$ cat src/prefix_alu_pkg.sv
// Shared constants for the prefix ALU; result flag positions limit DATA_WIDTH to 16 or less
package prefix_alu_pkg;

    // AXI4-Lite port geometry
    localparam int AXI_ADDR_WIDTH = 4;
    localparam int AXI_DATA_WIDTH = 32;

    // Byte offsets of the register map
    localparam logic [3:0] REG_A_OFFSET      = 4'h0;
    localparam logic [3:0] REG_B_OFFSET      = 4'h4;
    localparam logic [3:0] REG_CTRL_OFFSET   = 4'h8;
    localparam logic [3:0] REG_RESULT_OFFSET = 4'hC;

    // Operation codes, code 3 decodes as pass
    typedef enum logic [1:0] {
        OP_PASS = 2'd0,
        OP_ADD  = 2'd1,
        OP_SUB  = 2'd2
    } op_e;

    // Flag positions in the result word, result itself sits in the low bits
    // Carry set during a subtract means no borrow
    localparam logic [4:0] RESULT_CARRY_BIT = 5'd16;
    localparam logic [4:0] RESULT_ZERO_BIT  = 5'd17;

endpackage
$ cat src/prefix_alu_top.sv
`timescale 1ns/1ps
// AXI4-Lite prefix ALU; DATA_WIDTH from 2 to 16, result word trails register writes by one clock
module prefix_alu_top #(
    parameter int DATA_WIDTH = 8
) (
    input  logic                                        clk,
    input  logic                                        rst,
    input  logic [prefix_alu_pkg::AXI_ADDR_WIDTH-1:0]   awaddr,
    input  logic                                        awvalid,
    output logic                                        awready,
    input  logic [prefix_alu_pkg::AXI_DATA_WIDTH-1:0]   wdata,
    input  logic [prefix_alu_pkg::AXI_DATA_WIDTH/8-1:0] wstrb,
    input  logic                                        wvalid,
    output logic                                        wready,
    output logic [1:0]                                  bresp,
    output logic                                        bvalid,
    input  logic                                        bready,
    input  logic [prefix_alu_pkg::AXI_ADDR_WIDTH-1:0]   araddr,
    input  logic                                        arvalid,
    output logic                                        arready,
    output logic [prefix_alu_pkg::AXI_DATA_WIDTH-1:0]   rdata,
    output logic [1:0]                                  rresp,
    output logic                                        rvalid,
    input  logic                                        rready
);

    import prefix_alu_pkg::*;

    // Register contents toward the arithmetic unit
    logic [DATA_WIDTH-1:0] operand_a;
    logic [DATA_WIDTH-1:0] operand_b;
    op_e                   op;

    // Registered arithmetic results back to the slave
    logic [DATA_WIDTH-1:0] result;
    logic                  carry;
    logic                  zero;

    axil_reg_slave #(
        .DATA_WIDTH(DATA_WIDTH)
    ) u_slave (
        .clk       (clk),
        .rst       (rst),
        .awaddr    (awaddr),
        .awvalid   (awvalid),
        .awready   (awready),
        .wdata     (wdata),
        .wstrb     (wstrb),
        .wvalid    (wvalid),
        .wready    (wready),
        .bresp     (bresp),
        .bvalid    (bvalid),
        .bready    (bready),
        .araddr    (araddr),
        .arvalid   (arvalid),
        .arready   (arready),
        .rdata     (rdata),
        .rresp     (rresp),
        .rvalid    (rvalid),
        .rready    (rready),
        .operand_a (operand_a),
        .operand_b (operand_b),
        .op        (op),
        .result    (result),
        .carry     (carry),
        .zero      (zero)
    );

    add_sub_unit #(
        .DATA_WIDTH(DATA_WIDTH)
    ) u_add_sub (
        .clk       (clk),
        .rst       (rst),
        .operand_a (operand_a),
        .operand_b (operand_b),
        .op        (op),
        .result    (result),
        .carry     (carry),
        .zero      (zero)
    );

endmodule

$ cat src/axil_reg_slave.sv
`timescale 1ns/1ps
// One write and one read in flight; AW and W are taken together and RESULT writes get SLVERR
module axil_reg_slave #(
    parameter int DATA_WIDTH = 8
) (
    input  logic                                        clk,
    input  logic                                        rst,
    input  logic [prefix_alu_pkg::AXI_ADDR_WIDTH-1:0]   awaddr,
    input  logic                                        awvalid,
    output logic                                        awready,
    input  logic [prefix_alu_pkg::AXI_DATA_WIDTH-1:0]   wdata,
    input  logic [prefix_alu_pkg::AXI_DATA_WIDTH/8-1:0] wstrb,
    input  logic                                        wvalid,
    output logic                                        wready,
    output logic [1:0]                                  bresp,
    output logic                                        bvalid,
    input  logic                                        bready,
    input  logic [prefix_alu_pkg::AXI_ADDR_WIDTH-1:0]   araddr,
    input  logic                                        arvalid,
    output logic                                        arready,
    output logic [prefix_alu_pkg::AXI_DATA_WIDTH-1:0]   rdata,
    output logic [1:0]                                  rresp,
    output logic                                        rvalid,
    input  logic                                        rready,
    output logic [DATA_WIDTH-1:0]                       operand_a,
    output logic [DATA_WIDTH-1:0]                       operand_b,
    output prefix_alu_pkg::op_e                         op,
    input  logic [DATA_WIDTH-1:0]                       result,
    input  logic                                        carry,
    input  logic                                        zero
);

    import prefix_alu_pkg::*;

    localparam int         STRB_WIDTH  = AXI_DATA_WIDTH / 8;
    localparam logic [1:0] RESP_OKAY   = 2'b00;
    localparam logic [1:0] RESP_SLVERR = 2'b10;

    logic                      wr_ready;
    logic                      rd_ready;
    logic                      wr_fire;
    logic                      rd_fire;
    logic [AXI_ADDR_WIDTH-1:0] wr_offset;
    logic [AXI_ADDR_WIDTH-1:0] rd_offset;
    logic [AXI_DATA_WIDTH-1:0] word_a;
    logic [AXI_DATA_WIDTH-1:0] word_b;
    logic [AXI_DATA_WIDTH-1:0] word_ctrl;
    logic [AXI_DATA_WIDTH-1:0] word_result;
    logic [AXI_DATA_WIDTH-1:0] wr_cur;
    logic [AXI_DATA_WIDTH-1:0] wr_merged;
    logic [AXI_DATA_WIDTH-1:0] rd_word;

    // Replace only the bytes whose strobe is set
    function automatic logic [AXI_DATA_WIDTH-1:0] merge_bytes(
        input logic [AXI_DATA_WIDTH-1:0] cur,
        input logic [AXI_DATA_WIDTH-1:0] data,
        input logic [STRB_WIDTH-1:0]     strb
    );
        logic [AXI_DATA_WIDTH-1:0] merged;
        merged = cur;
        for (int j = 0; j < STRB_WIDTH; j++) begin
            if (strb[j]) begin
                merged[j*8 +: 8] = data[j*8 +: 8];
            end
        end
        return merged;
    endfunction

    assign awready = wr_ready;
    assign wready  = wr_ready;
    assign arready = rd_ready;
    assign rresp   = RESP_OKAY;

    assign wr_fire = awvalid && wvalid && wr_ready;
    assign rd_fire = arvalid && rd_ready;

    // Word-aligned decode, the two low address bits are ignored
    assign wr_offset = {awaddr[AXI_ADDR_WIDTH-1:2], 2'b00};
    assign rd_offset = {araddr[AXI_ADDR_WIDTH-1:2], 2'b00};

    // 32-bit views of the registers and of the result fields
    always_comb begin
        word_a                        = '0;
        word_a[DATA_WIDTH-1:0]        = operand_a;
        word_b                        = '0;
        word_b[DATA_WIDTH-1:0]        = operand_b;
        word_ctrl                     = '0;
        word_ctrl[1:0]                = op;
        word_result                   = '0;
        word_result[DATA_WIDTH-1:0]   = result;
        word_result[RESULT_CARRY_BIT] = carry;
        word_result[RESULT_ZERO_BIT]  = zero;
    end

    always_comb begin
        case (wr_offset)
            REG_A_OFFSET: wr_cur = word_a;
            REG_B_OFFSET: wr_cur = word_b;
            default:      wr_cur = word_ctrl;
        endcase
        wr_merged = merge_bytes(wr_cur, wdata, wstrb);
    end

    always_comb begin
        case (rd_offset)
            REG_A_OFFSET:    rd_word = word_a;
            REG_B_OFFSET:    rd_word = word_b;
            REG_CTRL_OFFSET: rd_word = word_ctrl;
            default:         rd_word = word_result;
        endcase
    end

    // Only implemented bits are kept, the rest of each word reads back as zero
    always_ff @(posedge clk) begin
        if (rst) begin
            operand_a <= '0;
            operand_b <= '0;
            op        <= OP_PASS;
        end else if (wr_fire) begin
            case (wr_offset)
                REG_A_OFFSET:    operand_a <= wr_merged[DATA_WIDTH-1:0];
                REG_B_OFFSET:    operand_b <= wr_merged[DATA_WIDTH-1:0];
                REG_CTRL_OFFSET: op        <= op_e'(wr_merged[1:0]);
                default:         ;
            endcase
        end
    end

    // Write channel, ready drops for as long as the response is pending
    always_ff @(posedge clk) begin
        if (rst) begin
            wr_ready <= 1'b0;
            bvalid   <= 1'b0;
        end else if (wr_fire) begin
            wr_ready <= 1'b0;
            bvalid   <= 1'b1;
        end else if (bvalid) begin
            if (bready) begin
                bvalid   <= 1'b0;
                wr_ready <= 1'b1;
            end
        end else begin
            wr_ready <= 1'b1;
        end
    end

    always_ff @(posedge clk) begin
        if (wr_fire) begin
            bresp <= (wr_offset == REG_RESULT_OFFSET) ? RESP_SLVERR : RESP_OKAY;
        end
    end

    // Read channel, same scheme as the write side
    always_ff @(posedge clk) begin
        if (rst) begin
            rd_ready <= 1'b0;
            rvalid   <= 1'b0;
        end else if (rd_fire) begin
            rd_ready <= 1'b0;
            rvalid   <= 1'b1;
        end else if (rvalid) begin
            if (rready) begin
                rvalid   <= 1'b0;
                rd_ready <= 1'b1;
            end
        end else begin
            rd_ready <= 1'b1;
        end
    end

    // Data captured at the address handshake and held through back-pressure
    always_ff @(posedge clk) begin
        if (rd_fire) begin
            rdata <= rd_word;
        end
    end

    a_bvalid_holds: assert property (@(posedge clk) disable iff (rst)
        bvalid && !bready |=> bvalid && $stable(bresp))
        else $error("write response changed before it was accepted");

    a_rvalid_holds: assert property (@(posedge clk) disable iff (rst)
        rvalid && !rready |=> rvalid && $stable(rdata))
        else $error("read response changed before it was accepted");

    a_no_aw_during_b: assert property (@(posedge clk) disable iff (rst)
        !(awready && bvalid))
        else $error("write address accepted while a response is pending");

endmodule

$ cat src/add_sub_unit.sv
`timescale 1ns/1ps
// Outputs lag the operands by one clock; any code other than add or subtract passes A with carry 0
module add_sub_unit #(
    parameter int DATA_WIDTH = 8
) (
    input  logic                  clk,
    input  logic                  rst,
    input  logic [DATA_WIDTH-1:0] operand_a,
    input  logic [DATA_WIDTH-1:0] operand_b,
    input  prefix_alu_pkg::op_e   op,
    output logic [DATA_WIDTH-1:0] result,
    output logic                  carry,
    output logic                  zero
);

    import prefix_alu_pkg::*;

    logic                  is_sub;
    logic                  is_arith;
    logic [DATA_WIDTH-1:0] adder_b;
    logic [DATA_WIDTH-1:0] adder_sum;
    logic                  adder_cout;
    logic [DATA_WIDTH-1:0] next_result;
    logic                  next_carry;

    // Subtract as A plus inverted B plus one
    assign is_sub   = (op == OP_SUB);
    assign is_arith = (op == OP_ADD) || is_sub;
    assign adder_b  = is_sub ? ~operand_b : operand_b;

    prefix_adder #(
        .DATA_WIDTH(DATA_WIDTH)
    ) u_adder (
        .a    (operand_a),
        .b    (adder_b),
        .cin  (is_sub),
        .sum  (adder_sum),
        .cout (adder_cout)
    );

    assign next_result = is_arith ? adder_sum : operand_a;
    assign next_carry  = is_arith & adder_cout;

    // Zero flag starts set since the result clears to zero
    always_ff @(posedge clk) begin
        if (rst) begin
            result <= '0;
            carry  <= 1'b0;
            zero   <= 1'b1;
        end else begin
            result <= next_result;
            carry  <= next_carry;
            zero   <= (next_result == '0);
        end
    end

    a_zero_matches_result: assert property (@(posedge clk) disable iff (rst)
        zero == (result == '0))
        else $error("zero flag disagrees with the registered result");

    a_pass_clears_carry: assert property (@(posedge clk) disable iff (rst)
        !is_arith |=> !carry)
        else $error("carry set one cycle after a pass operation");

endmodule

$ cat src/prefix_adder.sv
`timescale 1ns/1ps
// Purely combinational Brent-Kung adder; DATA_WIDTH must be 2 or more, no registers inside
module prefix_adder #(
    parameter int DATA_WIDTH = 8
) (
    input  logic [DATA_WIDTH-1:0] a,
    input  logic [DATA_WIDTH-1:0] b,
    input  logic                  cin,
    output logic [DATA_WIDTH-1:0] sum,
    output logic                  cout
);

    localparam int LEVELS = $clog2(DATA_WIDTH);

    // Group generate and propagate after each up-sweep level, level 0 is bitwise
    wire [DATA_WIDTH-1:0] g_lvl [LEVELS+1];
    wire [DATA_WIDTH-1:0] p_lvl [LEVELS+1];

    // c[0] is the carry-in, c[i] the carry into bit i
    wire [DATA_WIDTH:0] c;

    genvar i;
    genvar k;

    // Bitwise generate and propagate
    for (i = 0; i < DATA_WIDTH; i = i + 1) begin : g_bit
        assign g_lvl[0][i] = a[i] & b[i];
        assign p_lvl[0][i] = a[i] ^ b[i];
    end

    // Up-sweep levels of span 1, 2, 4 and so on
    // Node i absorbs the group ending at i-H when i+1 is a multiple of 2H
    for (k = 1; k <= LEVELS; k = k + 1) begin : g_level
        localparam int H = 1 << (k - 1);
        for (i = 0; i < DATA_WIDTH; i = i + 1) begin : g_node
            if ((i + 1) % (2 * H) == 0) begin : g_merge
                assign g_lvl[k][i] = g_lvl[k-1][i] | (p_lvl[k-1][i] & g_lvl[k-1][i-H]);
                assign p_lvl[k][i] = p_lvl[k-1][i] & p_lvl[k-1][i-H];
            end else begin : g_keep
                assign g_lvl[k][i] = g_lvl[k-1][i];
                assign p_lvl[k][i] = p_lvl[k-1][i];
            end
        end
    end

    assign c[0] = cin;

    // Fill every carry from the nearest prefix node below it
    // The final group at node i covers as many bits as the lowest set bit of i+1
    for (i = 0; i < DATA_WIDTH; i = i + 1) begin : g_carry
        localparam int SPAN = (i + 1) & ~i;
        assign c[i+1] = g_lvl[LEVELS][i] | (p_lvl[LEVELS][i] & c[i+1-SPAN]);
    end

    assign sum  = p_lvl[0] ^ c[DATA_WIDTH-1:0];
    assign cout = c[DATA_WIDTH];

endmodule

$ cat config.mk
export PLATFORM = sky130hd
export DESIGN_NAME = prefix_alu_top
export DESIGN_NICKNAME = d
export VERILOG_FILES = /design/src/prefix_alu_pkg.sv /design/src/prefix_alu_top.sv /design/src/axil_reg_slave.sv /design/src/add_sub_unit.sv /design/src/prefix_adder.sv
export SDC_FILE = /design/constraint.sdc
export NUM_CORES = 1
export LEC_CHECK = 0
export ABC_AREA = 1
export BUFFER_PORTS_ARGS = -buffer_cell sky130_fd_sc_hd__buf_2
export CORE_MARGIN = 1
export CORE_UTILIZATION = 30
export DETAILED_ROUTE_END_ITERATION = 10
export PLACE_DENSITY = 0.51
export SLEW_MARGIN = 20
export SYNTH_ARGS = -nofsm -noshare
export SYNTH_HDL_FRONTEND = slang
export SYNTH_SLANG_ARGS = --single-unit
$ cat constraint.sdc
create_clock -name clk -period 7.57 [get_ports clk]
set_input_delay 1.514 -clock clk [delete_from_list [all_inputs] [get_ports clk]]
set_output_delay 1.514 -clock clk [all_outputs]
set_load 0.02 [all_outputs]
**Word level (Yosys, flattened, before mapping)**

Cells that the tools add are included.
Widths: inputs -> output; s select.

- Flip-flop bits (word level): 66
- Bits in latches: 0
- RAM bits: 0
- Bits in read-only memories: 0
- Memories kept: 0

- Add/subtract/negate cells: 0
- Multipliers: 0
- Div/mod/pow operators: 0
- Order comparisons: 0
- Equal/unequal tests: 9
- Shift-type cells: 0
- Multiplexer cells: 16
- Bitwise operators: 56
- Reduce and logical (&&, ||, !) cells: 12

Operators by type and width:

| operator | count |
|---|---|
| $pmux 18 s3 | 1 |
| $and 1x1->1 | 31 |
| $mux 8 | 3 |
| $pmux 8 s2 | 1 |
| $or 1x1->1 | 15 |
| $mux 1 | 10 |
| $eq 2x2->1 const B | 4 |
| $logic_not 4->1 | 2 |
| $logic_not 8->1 | 1 |
| $not 8->8 | 1 |
| $xor 1x1->1 | 8 |
| $xor 8x8->8 | 1 |
| $eq 2x1->1 const B | 3 |
| $reduce_and 2->1 | 3 |
| $ne 2x2->1 const B | 2 |
| $reduce_or 2->1 | 2 |
| $logic_and 1x1->1 | 3 |
| $mux 2 | 1 |
| $logic_or 1x1->1 | 1 |

**Longest topological paths before layout**

Gate-level depths: netlist (run 1).

- Word-level depth: 15
- Mapped depth: 20
- Mapped depth without buffers: 19

**By module**

From an unflattened synthesis (run 1), not the netlist that was laid out.

- Cell total of the unflattened synthesis: 347
- Area, all modules: 2677.6 sq um

By module, submodules not included:

| module | instances | cells each | area each (sq um) | seq. area each (sq um) |
|---|---|---|---|---|
| axil_reg_slave | 1 | 214 | 1788.0 | 770.7 |
| add_sub_unit | 1 | 83 | 536.8 | 200.2 |
| prefix_adder | 1 | 50 | 352.8 | 0.0 |

**Worst setup path after synthesis (run 1)**

OpenSTA, ideal clock, no wires.

- Kind: register to register
- Start point: register u_slave.op[0]
- End point: register u_add_sub.zero
- Setup time: 0.061 ns
- Data arrival time: 2.694 ns
- Data required time: 7.509 ns
- Setup slack: 4.815 ns
- Stages on the path, launching flop included: 19
- Path buffers: 1
- Period minus slack after synthesis: 2.755 ns
- Cell sequence: dfxtp_1 > inv_1 > ha_1 > buf_2 > xnor2_1 > inv_1 > ha_1 > nand2_1 > o21ai_0 > nor2_1 > nor2_1 > nor2_1 > fa_1 > nand2_1 > o21ai_0 > nand3_1 > nor2_1 > nand3_1 > nand2_1

- Longest elaborated chain between the ends: 15
- Elaborated cells between the ends (all ways): 48
- Those cells by class: 2 x eq/ne; 2 x mux; 42 x bitwise; 2 x reduce/logical

Ends and longest elaborated chain:

| item | line | source |
|---|---|---|
| start: declaration | axil_reg_slave.sv:27 | `output prefix_alu_pkg::op_e op,` |
| start signal: assignment | axil_reg_slave.sv:123 | `REG_CTRL_OFFSET: op <= op_e'(wr_merged[1:0]);` |
| $eq 2x2->1 | add_sub_unit.sv:27 | `assign is_sub = (op == OP_SUB);` |
| $mux 8 | add_sub_unit.sv:29 | `assign adder_b = is_sub ? ~operand_b : operand_b;` |
| $xor 1x1->1 / $and 1x1->1 (equally long branches) | prefix_adder.sv:28, prefix_adder.sv:27 |  |
| $and 1x1->1 | prefix_adder.sv:37 | `assign g_lvl[k][i] = g_lvl[k-1][i] \| (p_lvl[k-1][i] & g_lvl[k-1][i-H]);` |
| $or 1x1->1 | prefix_adder.sv:37 |  |
| $and 1x1->1 | prefix_adder.sv:37 |  |
| $or 1x1->1 | prefix_adder.sv:37 |  |
| $or 1x1->1 | prefix_adder.sv:52 | `assign c[i+1] = g_lvl[LEVELS][i] \| (p_lvl[LEVELS][i] & c[i+1-SPAN]);` |
| $and 1x1->1 | prefix_adder.sv:52 |  |
| $or 1x1->1 | prefix_adder.sv:52 |  |
| $and 1x1->1 | prefix_adder.sv:52 |  |
| $or 1x1->1 | prefix_adder.sv:52 |  |
| $xor 8x8->8 | prefix_adder.sv:55 | `assign sum = p_lvl[0] ^ c[DATA_WIDTH-1:0];` |
| $mux 8 (*) | add_sub_unit.sv:41 | `assign next_result = is_arith ? adder_sum : operand_a;` |
| $logic_not 8->1 (*) | add_sub_unit.sv:53 | `zero <= (next_result == '0);` |
| end signal: assignment | add_sub_unit.sv:53 |  |
| end: declaration | add_sub_unit.sv:13 | `output logic zero` |

Mark *: on every way between the ends. The rest lies on a longest branch, timed or not.
A chain may end at the register's enable or synchronous reset.

**Worst setup path in the final report (run 1)**

- Start point: register u_slave.op[1]
- End point: register u_add_sub.zero

Same word-level chain as after synthesis.

==> impl_metrics.py, run 1 <==
metrics = {
    "global_routing": {
        "antenna_found_initial": 0,
        "gr-usage-all-layers": 0.1255,
        "grt.overflow.total": 0,
        "grt_pass1_vias": 1831,
        "grt_first_pass_wirelength_um": 8473,
        "grt_max_degree": 22,
    },
    "layout": {
        "nets": 416,
        "layout-drive-gt1-share": 0.1582,
        "area.growth.synth_to_final_pct": 9.155,
        "antenna-diode-count": 0,
    },
    "routing": {
        "route.met2.wl_um": 2227,
        "routedWlPerCell_um": 10.88,
        "routed_wl_um": 4961,
        "drt_iter0_drc": 72,
        "drc": 0,
        "route.antenna.remaining_nets": 0,
        "route.met3.wl_um": 249,
        "detail_route.vias_per_cell": 4.314,
        "top_signal_layer_used": "met4",
        "wl_met1_um": 2401,
        "routed-via-count": 1967,
        "drt_first_pass_iters": 4,
    },
    "timing": {
        "final-hold-violation-count": 0,
        "fmaxAchievable_mhz": 311.1,
        "max_slew.worst_pin.slew_ps": 654.7,
        "final.setup_skew_ps": 5.576,
        "finalMaxSlewViolations": 0,
        "grt_setup_unrepaired": "false",
        "finalSetupViolations": 0,
        "layout_worst_path_cycle_share": 0.4246,
        "post-route-worst-setup-slack_ps": 4356,
        "max_slew_margin": 0.5621,
        "setup_tns_ps": 0,
        "fin_crit_ps": 3214,
    },
    "die": {
        "die-width_um": 93.31,
        "core-area_um2": 7888,
        "io_pins": 92,
        "die_height_um": 93.31,
        "die-area_um2": 8707,
        "core.rowCount": 32,
        "floorplan.initialDensity": 0.3171,
    },
    "clock_network": {
        "clock_sink_count": 43,
        "worstSkewPairLatency_ps": 290,
        "post_cts_buffers": 0,
        "cts_buffer_depth": 2,
        "cts_buffers": 5,
        "worst_setup_hold_path_clk_slew_ps": 80,
        "ctsRootBufferMaster": "clkbuf_8",
        "htreeDepth": 2,
        "tritoncts_clock_tree": "yes",
        "cts.hold.buffers_added": 0,
        "postCtsResizedCells": 0,
    },
    "logic_synthesis": {
        "synth_flop_cell": "dfxtp_1",
        "synth-edff-count": 11,
        "synth_async_sr_flop_share": 0,
        "cell_types_occupying_the_most_area_after_synthesis": "dfxtp_1 26%, edfxtp_1 13%, nand2_1 11%",
        "synth_cells": 323,
        "synth.largest_area_cell": "dfxtp_1",
        "yosys_warnings": 0,
        "post_synthesis_cell_type_count": 32,
        "synthesis.area_um2": 2501,
        "synth_seq_area_share": 0.3882,
        "top_cell_type_s_share_of_synthesized_area": 0.2561,
        "ys_ff_latch": 43,
        "synthMostInstantiatedCell": "nand2_1",
        "mean_cell_area_of_the_mapped_netlist_um2": 7.743,
        "ys_top_cells_by_count": "72 x nand2_1, 32 x dfxtp_1, 29 x inv_1, 29 x o21ai_0, 27 x buf_4",
    },
    "critical_path": {
        "path_cells": "ha_1 -> xnor2_1 -> inv_1 -> ha_1 -> nand2_1 -> o21ai_0 -> nor2_1 -> nor2_1 -> nor2_1 -> fa_1 -> nand2_1 -> o21ai_0 -> nand3_1 -> nor2_1 -> nand3_1 -> nand2_1",
        "worst-path-max-fanout": 12,
        "required_ps": 7800,
        "worst_setup_sp_type": "flip-flop",
        "crit_path_max_incr_delay_ps": 550,
        "critical_path_endpoint_category": "flip-flop",
        "crit_arrival_ps": 3440,
        "slowest_stage": "ha_1",
        "worstSetupPathType": "reg2reg",
        "path_common_cell": "nor2_1",
    },
    "power_and_ir_drop": {
        "peakVddDrop_uv": 73.10,
        "static-leakage-power_nw": 1.300,
        "p_per_area_nw_per_um2": 164.0,
    },
    "placement": {
        "post-place-ws_ps": 4340,
        "buffer_ports.inserted": 35,
        "finalWeightedCongestion": 0.8103,
        "detailedPlacementHpwl_um": 3941,
    },
    "outcome": {
        "run_status": "complete, no violations",
    },
    "job": {
        "maxCapViolCount": 0,
    },
    "worst_hold_path": {
        "hp-class": "reg2reg",
    },
}
## final cells by class
class	count	area, µm²
fillers	837	5157
flip-flops and latches	43	970.9
clock buffers	5	68.82
inverters	30	112.6
repair buffers	35	175.2
clock inverters	3	15.01
well taps	102	127.6
multi-input cells	238	1260
## flip-flops by register name, indices dropped and copies added (netlist names)
name and count:
u_add_sub.carry 1, u_slave.operand_a 8, u_add_sub.zero 1, u_slave.bresp 1, u_slave.operand_b 8, u_slave.bvalid 1
u_slave.op 2, u_slave.awready 1, u_slave.rdata 10, u_slave.rvalid 1, u_add_sub.result 8, u_slave.arready 1
## routing by layer
metal,up-vias,global-route usage
met5,-,0
met4,0,0.04231
met3,9,0.03252
met2,49,0.2034
met1,853,0.1619
li1,1056,-
## cell families after synthesis
kind of cell	Yosys count	share of synthesized area
AND/OR/NAND/NOR	129	0.2286
buffers and inverters	66	0.1441
AO/OA/AOI/OAI	62	0.1336
flip-flops	43	0.3882
adder cells (fa/ha/maj)	12	0.06904
XOR/XNOR	10	0.03502
other	1	0.001499
## worst paths after layout
check / from / endpoint / slack, ps / cells past startpoint
min reg2reg: u_slave.rvalid$_SDFF_PP0_ / u_slave.rvalid$_SDFF_PP0_ / 480 / 2
max: u_slave.op[1]$_SDFFE_PP0P_ / u_add_sub.zero$_SDFF_PP1_ / 4360 / 16
max reg2reg: u_slave.op[1]$_SDFFE_PP0P_ / u_add_sub.zero$_SDFF_PP1_ / 4360 / 16
min: u_slave.rvalid$_SDFF_PP0_ / u_slave.rvalid$_SDFF_PP0_ / 480 / 2
## critical path: cells and delay by family (launching register included)
kind	cells	cell delay, ps
adder cells (fa/ha/maj)	3	1290
AND/OR/NAND/NOR	9	730
flip-flops	1	430
AO/OA/AOI/OAI	2	370
XOR/XNOR	1	230
buffers and inverters	1	70
## report_power, final
| group | leakage (nW) | switching [W] | total (W) | internal (W) |
|---|---|---|---|---|
| registers | 0.368 | 0.00000483 | 0.000247 | 0.000243 |
| logic | 0.885 | 0.0000437 | 0.0000613 | 0.0000176 |
| clock network | 0.0477 | 0.0000758 | 0.000139 | 0.0000632 |
| total | 1.30 | 0.000124 | 0.000448 | 0.000323 |
## cell usage in the layout, fill, tap and decap left out
cell,count
nand3_1,24
nor3b_1,1
inv_2,1
nor2_2,1
ha_1,9
fa_1,3
clkinv_2,3
xnor2_1,3
a31oi_1,1
a21oi_1,24
xor2_1,7
edfxtp_1,11
nand3_2,1
buf_2,35
o21ai_0,29
or2_2,3
o21ai_2,2
nor2_1,22
inv_1,29
a21oi_2,2
o21ai_1,1
nand4_1,2
clkbuf_8,5
dfxtp_1,32
nor2_4,1
conb_1,25
a21boi_0,1
nand2_1,72
nor3_4,2
a21o_1,2
## through the flow
stage | instances | hold slack [ps] | cell area [µm²] | util | total power, W
2_1_floorplan | 347 | 495.5 | 2591 | - | 0.0003087
3_3_place_gp | 448 | 476.1 | 2646 | 0.3355 | 0.0003147
3_5_place_dp | 448 | 481.8 | 2646 | 0.3355 | 0.0003150
4_1_cts | 456 | 493.8 | 2730 | 0.3461 | 0.0004536
5_1_grt | 456 | 520.6 | 2730 | 0.3461 | 0.0004716
6_report | 456 | 484.7 | 2730 | 0.3461 | 0.0004477
No activity file was read; power rests on OpenSTA's default activity.
==> run 2, diff against run 1 <==
Settings changed: ABC_AREA 1 to 0, PLACE_DENSITY 0.51 to 0.53.
Clock period 7.57 ns to 2.6 ns, I/O delays scaled along.
==> run 2 against run 1 <==
Net effect: global-route usage up 0.092 points; flip-flop and latch count unchanged; first-iteration DRC count down 35%; critical path depth down 3; combinational power rose to 3.4 times the previous value; setup slack worse by 4600 ps; maximum frequency up 12%; die area up 1.5%; the run now ends with negative setup slack left; via count down 6.2%.
==> impl_metrics.py, run 2 <==
metrics = {
    "timing": {
        "grt_setup_unrepaired": "true",
        "max_slew.worst_pin.slew_ps": 704.1,
        "final-hold-violation-count": 0,
        "final.setup_skew_ps": 3.923,
        "post-route-worst-setup-slack_ps": -272.6,
        "finalMaxSlewViolations": 0,
        "layout_worst_path_cycle_share": 1.105,
        "max_slew_margin": 0.5301,
        "setup_tns_ps": -272.6,
        "finalSetupViolations": 1,
        "fmaxAchievable_mhz": 348.1,
        "fin_crit_ps": 2873,
    },
    "power_and_ir_drop": {
        "p_total_w": 0.001327,
        "cell_internal_pwr_w": 0.0009686,
        "power_switching_share": 0.2701,
        "seq_power_share": 0.537,
        "switchingPower_w": 0.0003584,
        "peakVddDrop_uv": 161.2,
        "power.clock.fraction": 0.307,
        "static-leakage-power_nw": 1.333,
        "p_per_area_nw_per_um2": 447.1,
        "power.combinational.fraction": 0.156,
    },
    "critical_path": {
        "reg2reg_setup_slack_ps": -270,
        "critPathLaunch": "u_slave.op[0]$_SDFFE_PP0P_",
        "reg2regPathDepth": 13,
        "critical_path_endpoint_category": "flip-flop",
        "path_cells": "inv_2 -> ha_4 -> xor2_1 -> ha_1 -> inv_1 -> o21a_1 -> o21bai_2 -> a31oi_2 -> fa_1 -> nand2_1 -> or4_4 -> o41ai_2 -> a41o_1",
        "timing.critical_path.buf_inv": 2,
        "crit_path_max_incr_delay_ps": 510,
        "required_ps": 2830,
        "cpLargestDelayFamily": "adder cells",
        "worstReg2RegStart": "u_slave.op[0]$_SDFFE_PP0P_",
        "crit_arrival_ps": 3110,
        "worstSetupPathType": "reg2reg",
        "reg2reg_capture_point": "u_add_sub.zero$_SDFF_PP1_",
        "worst_setup_sp_type": "flip-flop",
        "worst-path-max-fanout": 7,
        "slowest_stage": "fa_1",
    },
    "layout": {
        "max_flop_register": "u_slave.rdata",
        "instances_no_fill": 415,
        "utilization": 0.3612,
        "final_cell_mix": "36 x nor2_1, 35 x buf_2, 31 x dfxtp_1, 29 x buf_4, 25 x conb_1",
        "area.growth.synth_to_final_pct": 16.91,
        "largest_register_ffs": 10,
        "nets": 372,
        "layout.cells.most_common": "nor2_1",
        "layout-drive-gt1-share": 0.3161,
        "antenna-diode-count": 0,
    },
    "die": {
        "core-area_um2": 8217,
        "core.rowCount": 33,
        "die-width_um": 93.99,
        "die_height_um": 93.99,
        "floorplan.initialDensity": 0.3090,
        "die-area_um2": 8834,
        "io_pins": 92,
    },
    "global_routing": {
        "grt_max_degree": 33,
        "grt_pass1_vias": 1705,
        "grt_first_pass_wirelength_um": 8535,
        "grt.overflow.total": 0,
        "antenna_found_initial": 0,
        "gr-usage-all-layers": 0.1265,
    },
    "routing": {
        "detail_route.vias_per_cell": 4.448,
        "route.antenna.remaining_nets": 0,
        "routed_wl_um": 5244,
        "drc": 0,
        "routedWlPerCell_um": 12.64,
        "drt_first_pass_iters": 4,
        "routed-via-count": 1846,
        "drt_iter0_drc": 47,
    },
    "logic_synthesis": {
        "ys_ff_latch": 43,
        "cell_types_occupying_the_most_area_after_synthesis": "dfxtp_1 25%, edfxtp_1 13%, buf_4 8.0%",
        "synth-edff-count": 11,
        "synthMostInstantiatedCell": "nor2_1",
        "synthesis.area_um2": 2539,
        "synth_seq_area_share": 0.3825,
        "yosys_warnings": 0,
        "synth_async_sr_flop_share": 0,
        "synth.largest_area_cell": "dfxtp_1",
        "post_synthesis_cell_type_count": 44,
        "synth_flop_cell": "dfxtp_1",
        "synth_cells": 253,
        "top_cell_type_s_share_of_synthesized_area": 0.2523,
        "ys_top_cells_by_count": "36 x nor2_1, 32 x dfxtp_1, 27 x buf_4, 15 x a211oi_1, 11 x edfxtp_1",
        "mean_cell_area_of_the_mapped_netlist_um2": 10.03,
    },
    "clock_network": {
        "clock_sink_count": 43,
        "cts_buffer_depth": 2,
        "worstSkewPairLatency_ps": 290,
        "worst_setup_hold_path_clk_slew_ps": 80,
        "cts_buffers": 5,
        "tritoncts_clock_tree": "yes",
        "ctsRootBufferMaster": "clkbuf_8",
        "cts.hold.buffers_added": 0,
        "htreeDepth": 2,
    },
    "worst_hold_path": {
        "hp-class": "in2reg",
        "min_delay_worst_endpoint": "u_slave.rvalid$_SDFF_PP0_",
        "worstHoldPathCells": 3,
        "worstHoldStart": "arvalid",
    },
    "outcome": {
        "run_status": "finished with violations",
        "violations": "negative setup slack",
    },
    "placement": {
        "finalWeightedCongestion": 0.7817,
        "post-place-ws_ps": -416.7,
        "numPlacedInstances": 404,
        "buffer_ports.inserted": 35,
        "detailedPlacementHpwl_um": 4010,
    },
    "job": {
        "maxCapViolCount": 0,
    },
}
-- run 2: timing repair --
action	CTS	global route
resized for setup	2	4
endpoints found under the setup margin	3	4
pin swaps	6	1
setup buffers	3	0
-- run 2: cell families (layout without fill, tap and decap cells) --
logic type	Yosys count	in the layout	synth area share
xor+xnor	13	13	0.04485
fa+ha+maj	12	12	0.06802
compound gates	55	55	0.1567
other cells	1	25	0.001477
buf+inv	48	81	0.1350
simple gates	61	61	0.1178
mux	20	20	0.09364
flops	43	43	0.3825
-- run 2: layout make-up --
cell class,instances,area (µm²)
timing repair buffer,64,392.9
clock buffer,7,76.32
sequential,43,972.2
fill,831,5249
clock inverter,1,5.005
inverter,9,33.78
multi-input combinational,186,1356
tap,105,131.4
-- run 2: metrics by stage --
stage	hold WS, ps	instance area [µm²]
2_1_floorplan	495.0	2661
3_3_place_gp	474.6	2846
3_5_place_dp	488.6	2846
4_1_cts	487.1	2960
5_1_grt	499.0	2968
6_report	495.4	2968
-- run 2: how the worst max path moves through the flow --
stage / end / slack, ps / cells past startpoint
finish: u_add_sub.zero$_SDFF_PP1_ / -270 / 13
floorplan: u_add_sub.zero$_SDFF_PP1_ / -290 / 14
global route: u_add_sub.zero$_SDFF_PP1_ / -410 / 13
global placement: u_add_sub.zero$_SDFF_PP1_ / -420 / 13
CTS: u_add_sub.zero$_SDFF_PP1_ / -310 / 13
detailed placement: u_add_sub.zero$_SDFF_PP1_ / -420 / 13
-- run 2: worst min-delay path, stage by stage --
cell and delay (ps):
buf_2 90, nand2_1 70, a21oi_1 60
-- run 2: per-layer routing --
layer  vias up  GRT usage  wire length, µm
met5         -          0                0
met4         0    0.03462               43
met3         4    0.03155              262
met2        54     0.2068             2340
met1       833     0.1644             2597
li1        955          -                -
-- run 2: power groups by stage --
| stage | clock network (W) | logic, W | registers [W] |
|---|---|---|---|
| after CTS | 0.000423 | 0.000207 | 0.000713 |
| after floorplan | 0 | 0.000163 | 0.000742 |
| after global placement | 0 | 0.000202 | 0.000728 |
| final | 0.000407 | 0.000207 | 0.000713 |
| after detailed placement | 0 | 0.000204 | 0.000729 |
| after global routing | 0.000450 | 0.000227 | 0.000716 |
